File: config.mk
export PLATFORM = sky130hd
export DESIGN_NAME = dma_client_axis_sink
export DESIGN_NICKNAME = d
export VERILOG_FILES = /design/src/hdl/dma_sink_pkg.sv /design/src/hdl/completion_tracker.sv /design/src/hdl/dma_client_axis_sink.sv /design/src/hdl/ram_seg_writer.sv /design/src/hdl/stream_write_ctrl.sv /design/src/hdl/sync_fifo.sv
export VERILOG_INCLUDE_DIRS = /design/src /design/src/hdl
export SDC_FILE = /design/constraint.sdc
export NUM_CORES = 2
export LEC_CHECK = 0
export ABC_AREA = 1
export BUFFER_PORTS_ARGS = -buffer_cell sky130_fd_sc_hd__buf_2
export CORE_MARGIN = 2
export CORE_UTILIZATION = 25
export DETAILED_ROUTE_END_ITERATION = 8
export PLACE_DENSITY = 0.43
export SYNTH_ARGS = -nofsm -noshare
export SYNTH_HDL_FRONTEND = slang
export SYNTH_SLANG_ARGS = --single-unit
File: constraint.sdc
create_clock -name clk -period 7.5 [get_ports clk]
set_input_delay 0.375 -clock clk [delete_from_list [all_inputs] [get_ports clk]]
set_output_delay 0.375 -clock clk [all_outputs]
set_load 0.01 [all_outputs]
File: src/hdl/dma_sink_consts.svh
// segment geometry, stream and descriptor widths, queue depths
`ifndef DMA_SINK_CONSTS_SVH
`define DMA_SINK_CONSTS_SVH

// segmented RAM write port
`define RAM_SEGS 2
`define SEG_DATA_W 32
`define SEG_BE_W 4
`define SEG_ADDR_W 8

// byte address covers segment word address plus byte offset in the full RAM word
`define RAM_ADDR_W 11

// stream beat
`define AXIS_DATA_W 32
`define AXIS_KEEP_W 4

// descriptor fields
`define LEN_W 12
`define TAG_W 4

// status queue depth also sets the in-flight descriptor limit
`define STATUS_FIFO_AW 5

// per-segment command FIFO
`define OUT_FIFO_AW 5

`endif

File: src/hdl/dma_sink_pkg.sv
// descriptor, status, stream beat, segment command and status queue entry types
`default_nettype none

`include "dma_sink_consts.svh"

package dma_sink_pkg;

    typedef struct packed {
        logic [`RAM_ADDR_W-1:0] dst_addr;
        logic [`LEN_W-1:0]      len;
        logic [`TAG_W-1:0]      tag;
    } desc_req_t;

    typedef struct packed {
        logic [`LEN_W-1:0] len;
        logic [`TAG_W-1:0] tag;
    } desc_sts_t;

    typedef struct packed {
        logic [`AXIS_DATA_W-1:0] data;
        logic [`AXIS_KEEP_W-1:0] keep;
        logic                    last;
    } axis_beat_t;

    typedef struct packed {
        logic [`SEG_BE_W-1:0]   be;
        logic [`SEG_ADDR_W-1:0] addr;
        logic [`SEG_DATA_W-1:0] data;
    } seg_cmd_t;

    // one entry per accepted beat, mask marks segments the beat wrote
    typedef struct packed {
        logic [`LEN_W-1:0]    len;
        logic [`TAG_W-1:0]    tag;
        logic [`RAM_SEGS-1:0] mask;
        logic                 last;
    } status_entry_t;

endpackage

`default_nettype wire

File: src/hdl/completion_tracker.sv
// in-order status queue, in-flight descriptor count and status output
`default_nettype none

`include "dma_sink_consts.svh"

module completion_tracker (
    input  wire logic                        clk,
    input  wire logic                        rst,
    input  wire dma_sink_pkg::status_entry_t status_entry,
    input  wire logic                        status_we,
    output logic                             status_half_full,
    input  wire logic                        desc_start,
    output logic                             slot_avail,
    input  wire logic [`RAM_SEGS-1:0]        seg_done,
    output logic [`RAM_SEGS-1:0]             seg_done_ack,
    output dma_sink_pkg::desc_sts_t          desc_sts,
    output logic                             desc_sts_valid
);

    import dma_sink_pkg::*;

    localparam int MAX_ACTIVE = 2 ** `STATUS_FIFO_AW;

    status_entry_t q_head;
    logic          q_empty;
    logic          q_full;
    logic          pop;
    logic          desc_end;

    logic [`STATUS_FIFO_AW:0] active_count;

    // head may retire once every segment it touched has a pending completion
    assign pop = !q_empty && ((q_head.mask & ~seg_done) == '0);
    assign desc_end = pop && q_head.last;
    assign seg_done_ack = pop ? q_head.mask : '0;

    sync_fifo #(
        .payload_t (status_entry_t)
    ) i_status_fifo (
        .clk       (clk),
        .rst       (rst),
        .wr_en     (status_we && !q_full),
        .wr_data   (status_entry),
        .rd_en     (pop),
        .rd_data   (q_head),
        .empty     (q_empty),
        .full      (q_full),
        .half_full (status_half_full)
    );

    always_ff @(posedge clk) begin
        if (desc_end) begin
            desc_sts.len <= q_head.len;
            desc_sts.tag <= q_head.tag;
        end
    end

    always_ff @(posedge clk) begin
        if (rst) begin
            desc_sts_valid <= 1'b0;
            active_count <= '0;
            slot_avail <= 1'b1;
        end else begin
            desc_sts_valid <= desc_end;

            case ({desc_start, desc_end})
                2'b10: begin
                    active_count <= active_count + 1'b1;
                    slot_avail <= active_count < (`STATUS_FIFO_AW + 1)'(MAX_ACTIVE - 1);
                end
                2'b01: begin
                    active_count <= active_count - 1'b1;
                    slot_avail <= 1'b1;
                end
                default: begin
                    slot_avail <= active_count < (`STATUS_FIFO_AW + 1)'(MAX_ACTIVE);
                end
            endcase
        end
    end

endmodule

`default_nettype wire

File: src/hdl/dma_client_axis_sink.sv
// stream sink DMA client top level with controller, segment writers and completion tracker
`default_nettype none

`include "dma_sink_consts.svh"

module dma_client_axis_sink (
    input  wire logic                               clk,
    input  wire logic                               rst,
    input  wire logic                               enable,
    input  wire dma_sink_pkg::desc_req_t            desc_req,
    input  wire logic                               desc_req_valid,
    output logic                                    desc_req_ready,
    output dma_sink_pkg::desc_sts_t                 desc_sts,
    output logic                                    desc_sts_valid,
    input  wire dma_sink_pkg::axis_beat_t           s_axis,
    input  wire logic                               s_axis_valid,
    output logic                                    s_axis_ready,
    output dma_sink_pkg::seg_cmd_t [`RAM_SEGS-1:0]  ram_wr_cmd,
    output logic [`RAM_SEGS-1:0]                    ram_wr_cmd_valid,
    input  wire logic [`RAM_SEGS-1:0]               ram_wr_cmd_ready,
    input  wire logic [`RAM_SEGS-1:0]               ram_wr_done
);

    import dma_sink_pkg::*;

    seg_cmd_t [`RAM_SEGS-1:0] seg_cmd;
    logic [`RAM_SEGS-1:0]     seg_cmd_valid;
    logic [`RAM_SEGS-1:0]     seg_ready;
    logic [`RAM_SEGS-1:0]     seg_done;
    logic [`RAM_SEGS-1:0]     seg_done_ack;
    status_entry_t            status_entry;
    logic                     status_we;
    logic                     status_half_full;
    logic                     slot_avail;
    logic                     desc_start;

    stream_write_ctrl i_ctrl (
        .clk              (clk),
        .rst              (rst),
        .enable           (enable),
        .desc_req         (desc_req),
        .desc_req_valid   (desc_req_valid),
        .desc_req_ready   (desc_req_ready),
        .s_axis           (s_axis),
        .s_axis_valid     (s_axis_valid),
        .s_axis_ready     (s_axis_ready),
        .seg_cmd          (seg_cmd),
        .seg_cmd_valid    (seg_cmd_valid),
        .seg_ready        (seg_ready),
        .status_entry     (status_entry),
        .status_we        (status_we),
        .status_half_full (status_half_full),
        .slot_avail       (slot_avail),
        .desc_start       (desc_start)
    );

    for (genvar g = 0; g < `RAM_SEGS; g++) begin : g_seg
        ram_seg_writer i_writer (
            .clk           (clk),
            .rst           (rst),
            .cmd_in        (seg_cmd[g]),
            .cmd_in_valid  (seg_cmd_valid[g]),
            .cmd_ready     (seg_ready[g]),
            .ram_cmd       (ram_wr_cmd[g]),
            .ram_cmd_valid (ram_wr_cmd_valid[g]),
            .ram_cmd_ready (ram_wr_cmd_ready[g]),
            .ram_done      (ram_wr_done[g]),
            .done          (seg_done[g]),
            .done_ack      (seg_done_ack[g])
        );
    end

    completion_tracker i_tracker (
        .clk              (clk),
        .rst              (rst),
        .status_entry     (status_entry),
        .status_we        (status_we),
        .status_half_full (status_half_full),
        .desc_start       (desc_start),
        .slot_avail       (slot_avail),
        .seg_done         (seg_done),
        .seg_done_ack     (seg_done_ack),
        .desc_sts         (desc_sts),
        .desc_sts_valid   (desc_sts_valid)
    );

endmodule

`default_nettype wire

File: src/hdl/ram_seg_writer.sv
// one RAM segment: command FIFO, output register and write completion counter
`default_nettype none

`include "dma_sink_consts.svh"

module ram_seg_writer (
    input  wire logic                   clk,
    input  wire logic                   rst,
    input  wire dma_sink_pkg::seg_cmd_t cmd_in,
    input  wire logic                   cmd_in_valid,
    output logic                        cmd_ready,
    output dma_sink_pkg::seg_cmd_t      ram_cmd,
    output logic                        ram_cmd_valid,
    input  wire logic                   ram_cmd_ready,
    input  wire logic                   ram_done,
    output logic                        done,
    input  wire logic                   done_ack
);

    import dma_sink_pkg::*;

    localparam int MAX_COUNT = 2 ** `OUT_FIFO_AW;

    seg_cmd_t fifo_head;
    logic     fifo_empty;
    logic     fifo_full;
    logic     fifo_half_full;
    logic     load;

    logic [`OUT_FIFO_AW:0] done_count;

    // refill the output register when it is free or being taken this cycle
    assign load = !fifo_empty && (!ram_cmd_valid || ram_cmd_ready);
    assign cmd_ready = !fifo_half_full;
    assign done = done_count != '0;

    sync_fifo #(
        .payload_t (seg_cmd_t)
    ) i_cmd_fifo (
        .clk       (clk),
        .rst       (rst),
        .wr_en     (cmd_in_valid && !fifo_full),
        .wr_data   (cmd_in),
        .rd_en     (load),
        .rd_data   (fifo_head),
        .empty     (fifo_empty),
        .full      (fifo_full),
        .half_full (fifo_half_full)
    );

    always_ff @(posedge clk) begin
        if (load) begin
            ram_cmd <= fifo_head;
        end
    end

    always_ff @(posedge clk) begin
        if (rst) begin
            ram_cmd_valid <= 1'b0;
            done_count <= '0;
        end else begin
            if (load) begin
                ram_cmd_valid <= 1'b1;
            end else if (ram_cmd_ready) begin
                ram_cmd_valid <= 1'b0;
            end

            // a completion and an ack in the same cycle cancel out
            if (ram_done && !done_ack && done_count < (`OUT_FIFO_AW + 1)'(MAX_COUNT)) begin
                done_count <= done_count + 1'b1;
            end else if (!ram_done && done_ack && done_count != '0) begin
                done_count <= done_count - 1'b1;
            end
        end
    end

endmodule

`default_nettype wire

File: src/hdl/stream_write_ctrl.sv
// descriptor and beat FSM producing segment write commands and status queue entries
`default_nettype none

`include "dma_sink_consts.svh"

module stream_write_ctrl (
    input  wire logic                                  clk,
    input  wire logic                                  rst,
    input  wire logic                                  enable,
    input  wire dma_sink_pkg::desc_req_t               desc_req,
    input  wire logic                                  desc_req_valid,
    output logic                                       desc_req_ready,
    input  wire dma_sink_pkg::axis_beat_t              s_axis,
    input  wire logic                                  s_axis_valid,
    output logic                                       s_axis_ready,
    output dma_sink_pkg::seg_cmd_t [`RAM_SEGS-1:0]     seg_cmd,
    output logic [`RAM_SEGS-1:0]                       seg_cmd_valid,
    input  wire logic [`RAM_SEGS-1:0]                  seg_ready,
    output dma_sink_pkg::status_entry_t                status_entry,
    output logic                                       status_we,
    input  wire logic                                  status_half_full,
    input  wire logic                                  slot_avail,
    output logic                                       desc_start
);

    import dma_sink_pkg::*;

    localparam int OFFSET_W = $clog2(`AXIS_KEEP_W);
    localparam int BE_ALL_W = `RAM_SEGS * `SEG_BE_W;
    localparam int WORD_OFF_W = $clog2(BE_ALL_W);
    localparam int PART_COUNT = BE_ALL_W / `AXIS_KEEP_W;
    localparam int CC_W = `LEN_W - OFFSET_W + 1;

    typedef enum logic [1:0] {
        ST_IDLE,
        ST_WRITE,
        ST_DROP
    } state_t;

    state_t state, state_next;

    logic [`RAM_ADDR_W-1:0]  addr, addr_next;
    logic [`AXIS_KEEP_W-1:0] keep_mask, keep_mask_next;
    logic [OFFSET_W-1:0]     last_offset, last_offset_next;
    logic [`LEN_W-1:0]       length, length_next;
    logic [CC_W-1:0]         cycle_count, cycle_count_next;
    logic                    last_cycle, last_cycle_next;
    logic [`TAG_W-1:0]       tag, tag_next;
    logic                    desc_req_ready_next;
    logic                    s_axis_ready_next;

    logic [`AXIS_KEEP_W-1:0]            keep_trim;
    logic [BE_ALL_W-1:0]                be_all;
    logic [`RAM_SEGS*`SEG_DATA_W-1:0]   data_all;
    logic [`RAM_SEGS-1:0]               seg_mask;
    logic [OFFSET_W:0]                  cycle_size;
    logic                               space_ok;
    logic                               entry_last;

    // byte mask for a beat, trimmed on the final beat of the descriptor
    function automatic logic [`AXIS_KEEP_W-1:0] trim_mask(input logic last,
                                                          input logic [OFFSET_W-1:0] off);
        if (last && off != '0) begin
            return {`AXIS_KEEP_W{1'b1}} >> (`AXIS_KEEP_W - off);
        end else begin
            return '1;
        end
    endfunction

    always_comb begin
        state_next = state;
        addr_next = addr;
        keep_mask_next = keep_mask;
        last_offset_next = last_offset;
        length_next = length;
        cycle_count_next = cycle_count;
        last_cycle_next = last_cycle;
        tag_next = tag;
        desc_req_ready_next = 1'b0;
        s_axis_ready_next = 1'b0;
        desc_start = 1'b0;
        status_we = 1'b0;
        entry_last = 1'b0;
        seg_cmd_valid = '0;
        cycle_size = (OFFSET_W + 1)'(`AXIS_KEEP_W);

        // place the beat in the half of the RAM word picked by the address
        keep_trim = s_axis.keep & keep_mask;
        be_all = BE_ALL_W'(keep_trim) << addr[WORD_OFF_W-1:0];
        data_all = {PART_COUNT{s_axis.data}};
        for (int i = 0; i < `RAM_SEGS; i++) begin
            seg_cmd[i].be = be_all[i*`SEG_BE_W +: `SEG_BE_W];
            seg_cmd[i].addr = addr[`RAM_ADDR_W-1 -: `SEG_ADDR_W];
            seg_cmd[i].data = data_all[i*`SEG_DATA_W +: `SEG_DATA_W];
            seg_mask[i] = |seg_cmd[i].be;
        end

        space_ok = &seg_ready && !status_half_full;

        case (state)
            ST_IDLE: begin
                desc_req_ready_next = enable && slot_avail;
                if (desc_req_ready && desc_req_valid) begin
                    addr_next = {desc_req.dst_addr[`RAM_ADDR_W-1:OFFSET_W], OFFSET_W'(0)};
                    last_offset_next = desc_req.len[OFFSET_W-1:0];
                    tag_next = desc_req.tag;
                    length_next = '0;
                    cycle_count_next = CC_W'((desc_req.len - `LEN_W'(1)) >> OFFSET_W);
                    last_cycle_next = cycle_count_next == '0;
                    keep_mask_next = trim_mask(last_cycle_next, last_offset_next);
                    desc_req_ready_next = 1'b0;
                    s_axis_ready_next = space_ok;
                    desc_start = 1'b1;
                    state_next = ST_WRITE;
                end
            end
            ST_WRITE: begin
                s_axis_ready_next = space_ok;
                if (s_axis_ready && s_axis_valid) begin
                    addr_next = addr + `RAM_ADDR_W'(`AXIS_KEEP_W);
                    length_next = length + `LEN_W'(`AXIS_KEEP_W);
                    cycle_count_next = cycle_count - 1'b1;
                    last_cycle_next = cycle_count_next == '0;
                    keep_mask_next = trim_mask(last_cycle_next, last_offset);
                    seg_cmd_valid = seg_mask;
                    status_we = 1'b1;

                    if (s_axis.last) begin
                        // early end, count bytes up to the first clear keep bit
                        for (int i = `AXIS_KEEP_W - 1; i >= 0; i--) begin
                            if (!keep_trim[i]) begin
                                cycle_size = (OFFSET_W + 1)'(i);
                            end
                        end
                        length_next = length + `LEN_W'(cycle_size);
                        entry_last = 1'b1;
                        s_axis_ready_next = 1'b0;
                        state_next = ST_IDLE;
                    end else if (last_cycle) begin
                        if (last_offset != '0) begin
                            length_next = length + `LEN_W'(last_offset);
                        end
                        entry_last = 1'b1;
                        s_axis_ready_next = 1'b1;
                        state_next = ST_DROP;
                    end
                end
            end
            ST_DROP: begin
                // length used up, swallow beats until tlast
                s_axis_ready_next = 1'b1;
                if (s_axis_ready && s_axis_valid && s_axis.last) begin
                    s_axis_ready_next = 1'b0;
                    state_next = ST_IDLE;
                end
            end
            default: begin
                state_next = ST_IDLE;
            end
        endcase

        status_entry.len = length_next;
        status_entry.tag = tag;
        status_entry.mask = seg_mask;
        status_entry.last = entry_last;
    end

    always_ff @(posedge clk) begin
        if (rst) begin
            state <= ST_IDLE;
            desc_req_ready <= 1'b0;
            s_axis_ready <= 1'b0;
        end else begin
            state <= state_next;
            desc_req_ready <= desc_req_ready_next;
            s_axis_ready <= s_axis_ready_next;
        end
    end

    always_ff @(posedge clk) begin
        addr <= addr_next;
        keep_mask <= keep_mask_next;
        last_offset <= last_offset_next;
        length <= length_next;
        cycle_count <= cycle_count_next;
        last_cycle <= last_cycle_next;
        tag <= tag_next;
    end

endmodule

`default_nettype wire

File: src/hdl/sync_fifo.sv
// synchronous FIFO over a generic payload type with empty, full and half-full flags
`default_nettype none

`include "dma_sink_consts.svh"

module sync_fifo #(
    parameter type payload_t = logic
) (
    input  wire logic     clk,
    input  wire logic     rst,
    input  wire logic     wr_en,
    input  wire payload_t wr_data,
    input  wire logic     rd_en,
    output payload_t      rd_data,
    output logic          empty,
    output logic          full,
    output logic          half_full
);

    // sized for the deeper of the two queues that use it
    localparam int AW = (`STATUS_FIFO_AW > `OUT_FIFO_AW) ? `STATUS_FIFO_AW : `OUT_FIFO_AW;
    localparam int DEPTH = 2 ** AW;

    payload_t mem [DEPTH];

    logic [AW:0] wr_ptr;
    logic [AW:0] rd_ptr;
    logic [AW:0] level;

    assign level = wr_ptr - rd_ptr;
    assign empty = wr_ptr == rd_ptr;
    assign full = wr_ptr == (rd_ptr ^ {1'b1, {AW{1'b0}}});
    assign rd_data = mem[rd_ptr[AW-1:0]];

    always_ff @(posedge clk) begin
        if (wr_en) begin
            mem[wr_ptr[AW-1:0]] <= wr_data;
        end
    end

    always_ff @(posedge clk) begin
        if (rst) begin
            wr_ptr <= '0;
            rd_ptr <= '0;
            half_full <= 1'b0;
        end else begin
            if (wr_en) begin
                wr_ptr <= wr_ptr + 1'b1;
            end
            if (rd_en) begin
                rd_ptr <= rd_ptr + 1'b1;
            end
            // lags the pointers by a cycle
            half_full <= level >= (AW + 1)'(DEPTH / 2);
        end
    end

endmodule

`default_nettype wire

==> out/results.tsv <==
metric	value	unit
CP Capture Type	flip-flop	
grt met1 use	21.4	%
Final Max Slew Viols	0	
drt wl/cell	24.4	um
leakage	52.4	nW
final hold vios	0	
Top FF cell, synth	edfxtp_1	
Largest delay share family, worst path	simple AND/OR/NAND/NOR gates	
post-CTS setup buffer count	0	
met3 usage	1.67	%
FILL cells	57600	
sequential share of the synthesized area	76.1	%
Bufs and invs on worst path	5	
fraction of layout cells with a size suffix above 1	10.4	%
nature of the critical path startpoint	flip-flop	
worst skew pair latency	1.03	ns
Cell Area, Synth	143000	um^2
Top Usage Layer GRT	met2	
Async S/R FF share, synth	0	%
fin crit period	5.05	ns
most frequent cells in the layout	edfxtp_1, nor2_1, o21ai_0, nand2_1, o22ai_1	
Mean Syn Cell Area	13.4	um^2
CP required	8.16	ns
YS warnings	0	
RSZ-0062 raised after global routing	false	
EDFF count, synth	3559	
WS Path Type	reg -> reg	
Yosys top cell area share	75.0	%
worst path arrival time	5.71	ns
# DRC	0	
Die Wd	759	um
Most common cell on crit path	nor2_4	
clk sinks	3641	
router iterations before antenna repair	6	
Synth area leader	edfxtp_1	
DP Wirelength	244000	um
Fmax	0.198	GHz
critical path's slowest cell	nor2_4	
CTS H-tree lvls	5	
worst relative slew slack	14.8	%
CTS tree	built	
# port buffers	179	
cells after synthesis	10600	
GP Congestion	0.744	
Core ar.	568000	um^2
Hold WC Path Type	in -> reg	
DRT Wirelength	456000	um
Worst Tran Pin Value	1.28	ns
initial antenna violation count	33	
Syn Nets	10700	
outcome	finished, final reports clean	
Worst Path Max Fanout	30	
PD cells	322	nW/um^2
Netlist cell types	56	
Num CTS Buffers	403	
initial drt markers	7914	
DR vias/cell	4.76	
final net count	10900	
root buffer cell	clkbuf_16	
largest net degree at the start of global routing	209	
Setup TNS	0	ns
max cap viols	0	
Antenna Nets Post-Route	0	
vias	88800	
Max IR drop VDD	400	uV
initial core utilization	25.1	%
Boundary Pins	182	
die area	576000	um^2
synthesis-to-layout area growth	16.7	%
# resized after CTS	0	
Pwr Total	53.5	mW
Tcrit/Tclk final	67.3	%
Total GRT Usage	15.2	%
Fin Clk Skew	0.0950	ns
met2 Use GR	25.1	%
die height	759	um
vias in the first global route	86100	
worst-path cell chain	inv_1, nor2_4, inv_2, nor2_4, inv_2, a21oi_1, nand2_1, inv_1, nand2_1, nor2_4, buf_4	
total gr overflow	0	
commonest non-fill, non-tap cell in the layout	edfxtp_1	
Synth area leaders	edfxtp_1, o21ai_0, nor2_1	
slowest stage delay, CP	0.85	ns
#FFs+latches synth	3641	
clk slew on worst S/H paths	0.07	ns
Max Buffers Root-to-Sink	4	
# setup viols final	0	
first-pass GRT wire length	650000	um
Placement Rows	277	
==> final timing paths <==
path	to	slack, ns	startpoint	depth (start not counted)
worst max-delay path	g_seg[0].i_writer.i_cmd_fifo.mem[30][15]	2.45	i_ctrl.state[0]	11
worst min-delay path	g_seg[0].i_writer.i_cmd_fifo.mem[27][8]	0.03	s_axis[13]	2
worst max register to register	g_seg[0].i_writer.i_cmd_fifo.mem[30][15]	2.45	i_ctrl.state[0]	11
worst min register to register	i_tracker.active_count[5]	0.47	i_tracker.active_count[5]	2
==> worst reg2reg max path: stages, from the launching register on <==
cell and delay (ns):
dfxtp_1 0.39, inv_1 0.12, nor2_4 0.57, inv_2 0.52, nor2_4 0.47, inv_2 0.24
a21oi_1 0.21, nand2_1 0.23, inv_1 0.19, nand2_1 0.46, nor2_4 0.85, buf_4 0.47
==> power by group <==
part           leakage (nW)  internal [mW]  switching (mW)  total (mW)
registers              33.0           22.9           0.356        23.3
clock network          6.10           10.8            8.30        19.1
logic                  13.3           2.97            8.20        11.2
==> registers in the layout (all words and copies together), names as in the netlist, 2 cells and up, named ones only <==
signal                               cells
i_ctrl.tag                               4
i_ctrl.addr                              9
g_seg.i_writer.i_cmd_fifo.mem         2816
i_tracker.desc_sts                      16
g_seg.i_writer.i_cmd_fifo.rd_ptr        12
g_seg.i_writer.ram_cmd                  88
i_ctrl.state                             2
g_seg.i_writer.i_cmd_fifo.wr_ptr        12
i_ctrl.keep_mask                         4
g_seg.i_writer.done_count               12
i_tracker.i_status_fifo.rd_ptr           6
i_ctrl.last_offset                       2
i_tracker.i_status_fifo.mem            608
i_ctrl.cycle_count                      11
g_seg.i_writer.ram_cmd_valid             2
i_ctrl.length                           12
g_seg.i_writer.i_cmd_fifo.half_full      2
i_tracker.active_count                   6
i_tracker.i_status_fifo.wr_ptr           6
==> per-stage QoR <==
stage	setup WS (ns)	area, um^2	hold WS, ns	utilization [%]	instances
after CTS	2.26	166000	0.000491	29.3	18700
after global placement	2.26	153000	0.450	27.0	17900
after global routing	2.09	166000	0.0372	29.3	18700
after floorplan	1.35	143000	0.429	-	10600
after detailed placement	2.23	153000	0.466	27.0	17900
final	2.45	166000	0.0329	29.3	18700
==> per-layer routing <==
layer,vias up,wire length [um]
met5,-,11
met3,550,20900
met2,2147,216000
met4,2,10600
li1,40300,-
met1,45800,208000
==> cell families after synthesis <==
group	after synthesis	synth area share, %
xor+xnor	33	0.208
fa+ha+maj	58	0.535
mux	1	0.00702
simple gates	2990	8.47
buf+inv	968	2.73
other cells	1	0.00263
compound gates	2925	11.9
flops	3641	76.1
==> synthesized netlist by cell type, types with 3 or more instances <==
master and n:
and3_1 4, inv_1 227, a21oi_1 82, ha_1 53, buf_1 26, o221ai_1 363
nor3b_1 5, xnor2_1 10, nor4_1 4, nand3_1 311, and2_1 4, xor2_1 22
nand3_2 7, nor3_1 29, a31oi_1 21, fa_1 5, o21ai_1 77, o211ai_1 92
a32oi_1 18, clkbuf_1 558, buf_6 7, a211oi_1 5, dfxtp_1 82, o21ai_0 1780
nor2_2 3, buf_2 123, inv_2 11, buf_4 13, nor2_1 1883, o22ai_1 474
nand2_1 625, nand4_1 101, edfxtp_1 3559
==> timing repair <==
| action | CTS | global route |
|---|---|---|
| hold buffers | 55 | 0 |
| hold endpoints to repair | 289 | 0 |
| endpoints found under the setup margin | 0 | 0 |
==> cell type report <==
type	instances	area, um^2	share of cell area, %
inverters	241	962	0.579
repair buffers	507	3990	2.40
flip-flops and latches	3641	109000	65.3
clock inverters	215	1870	1.12
diodes	6	15.0	0.00903
well taps	7533	9430	5.67
clock buffers	515	10700	6.40
multi-input cells	6008	30800	18.5
Power figures use the tool's default switching activity.
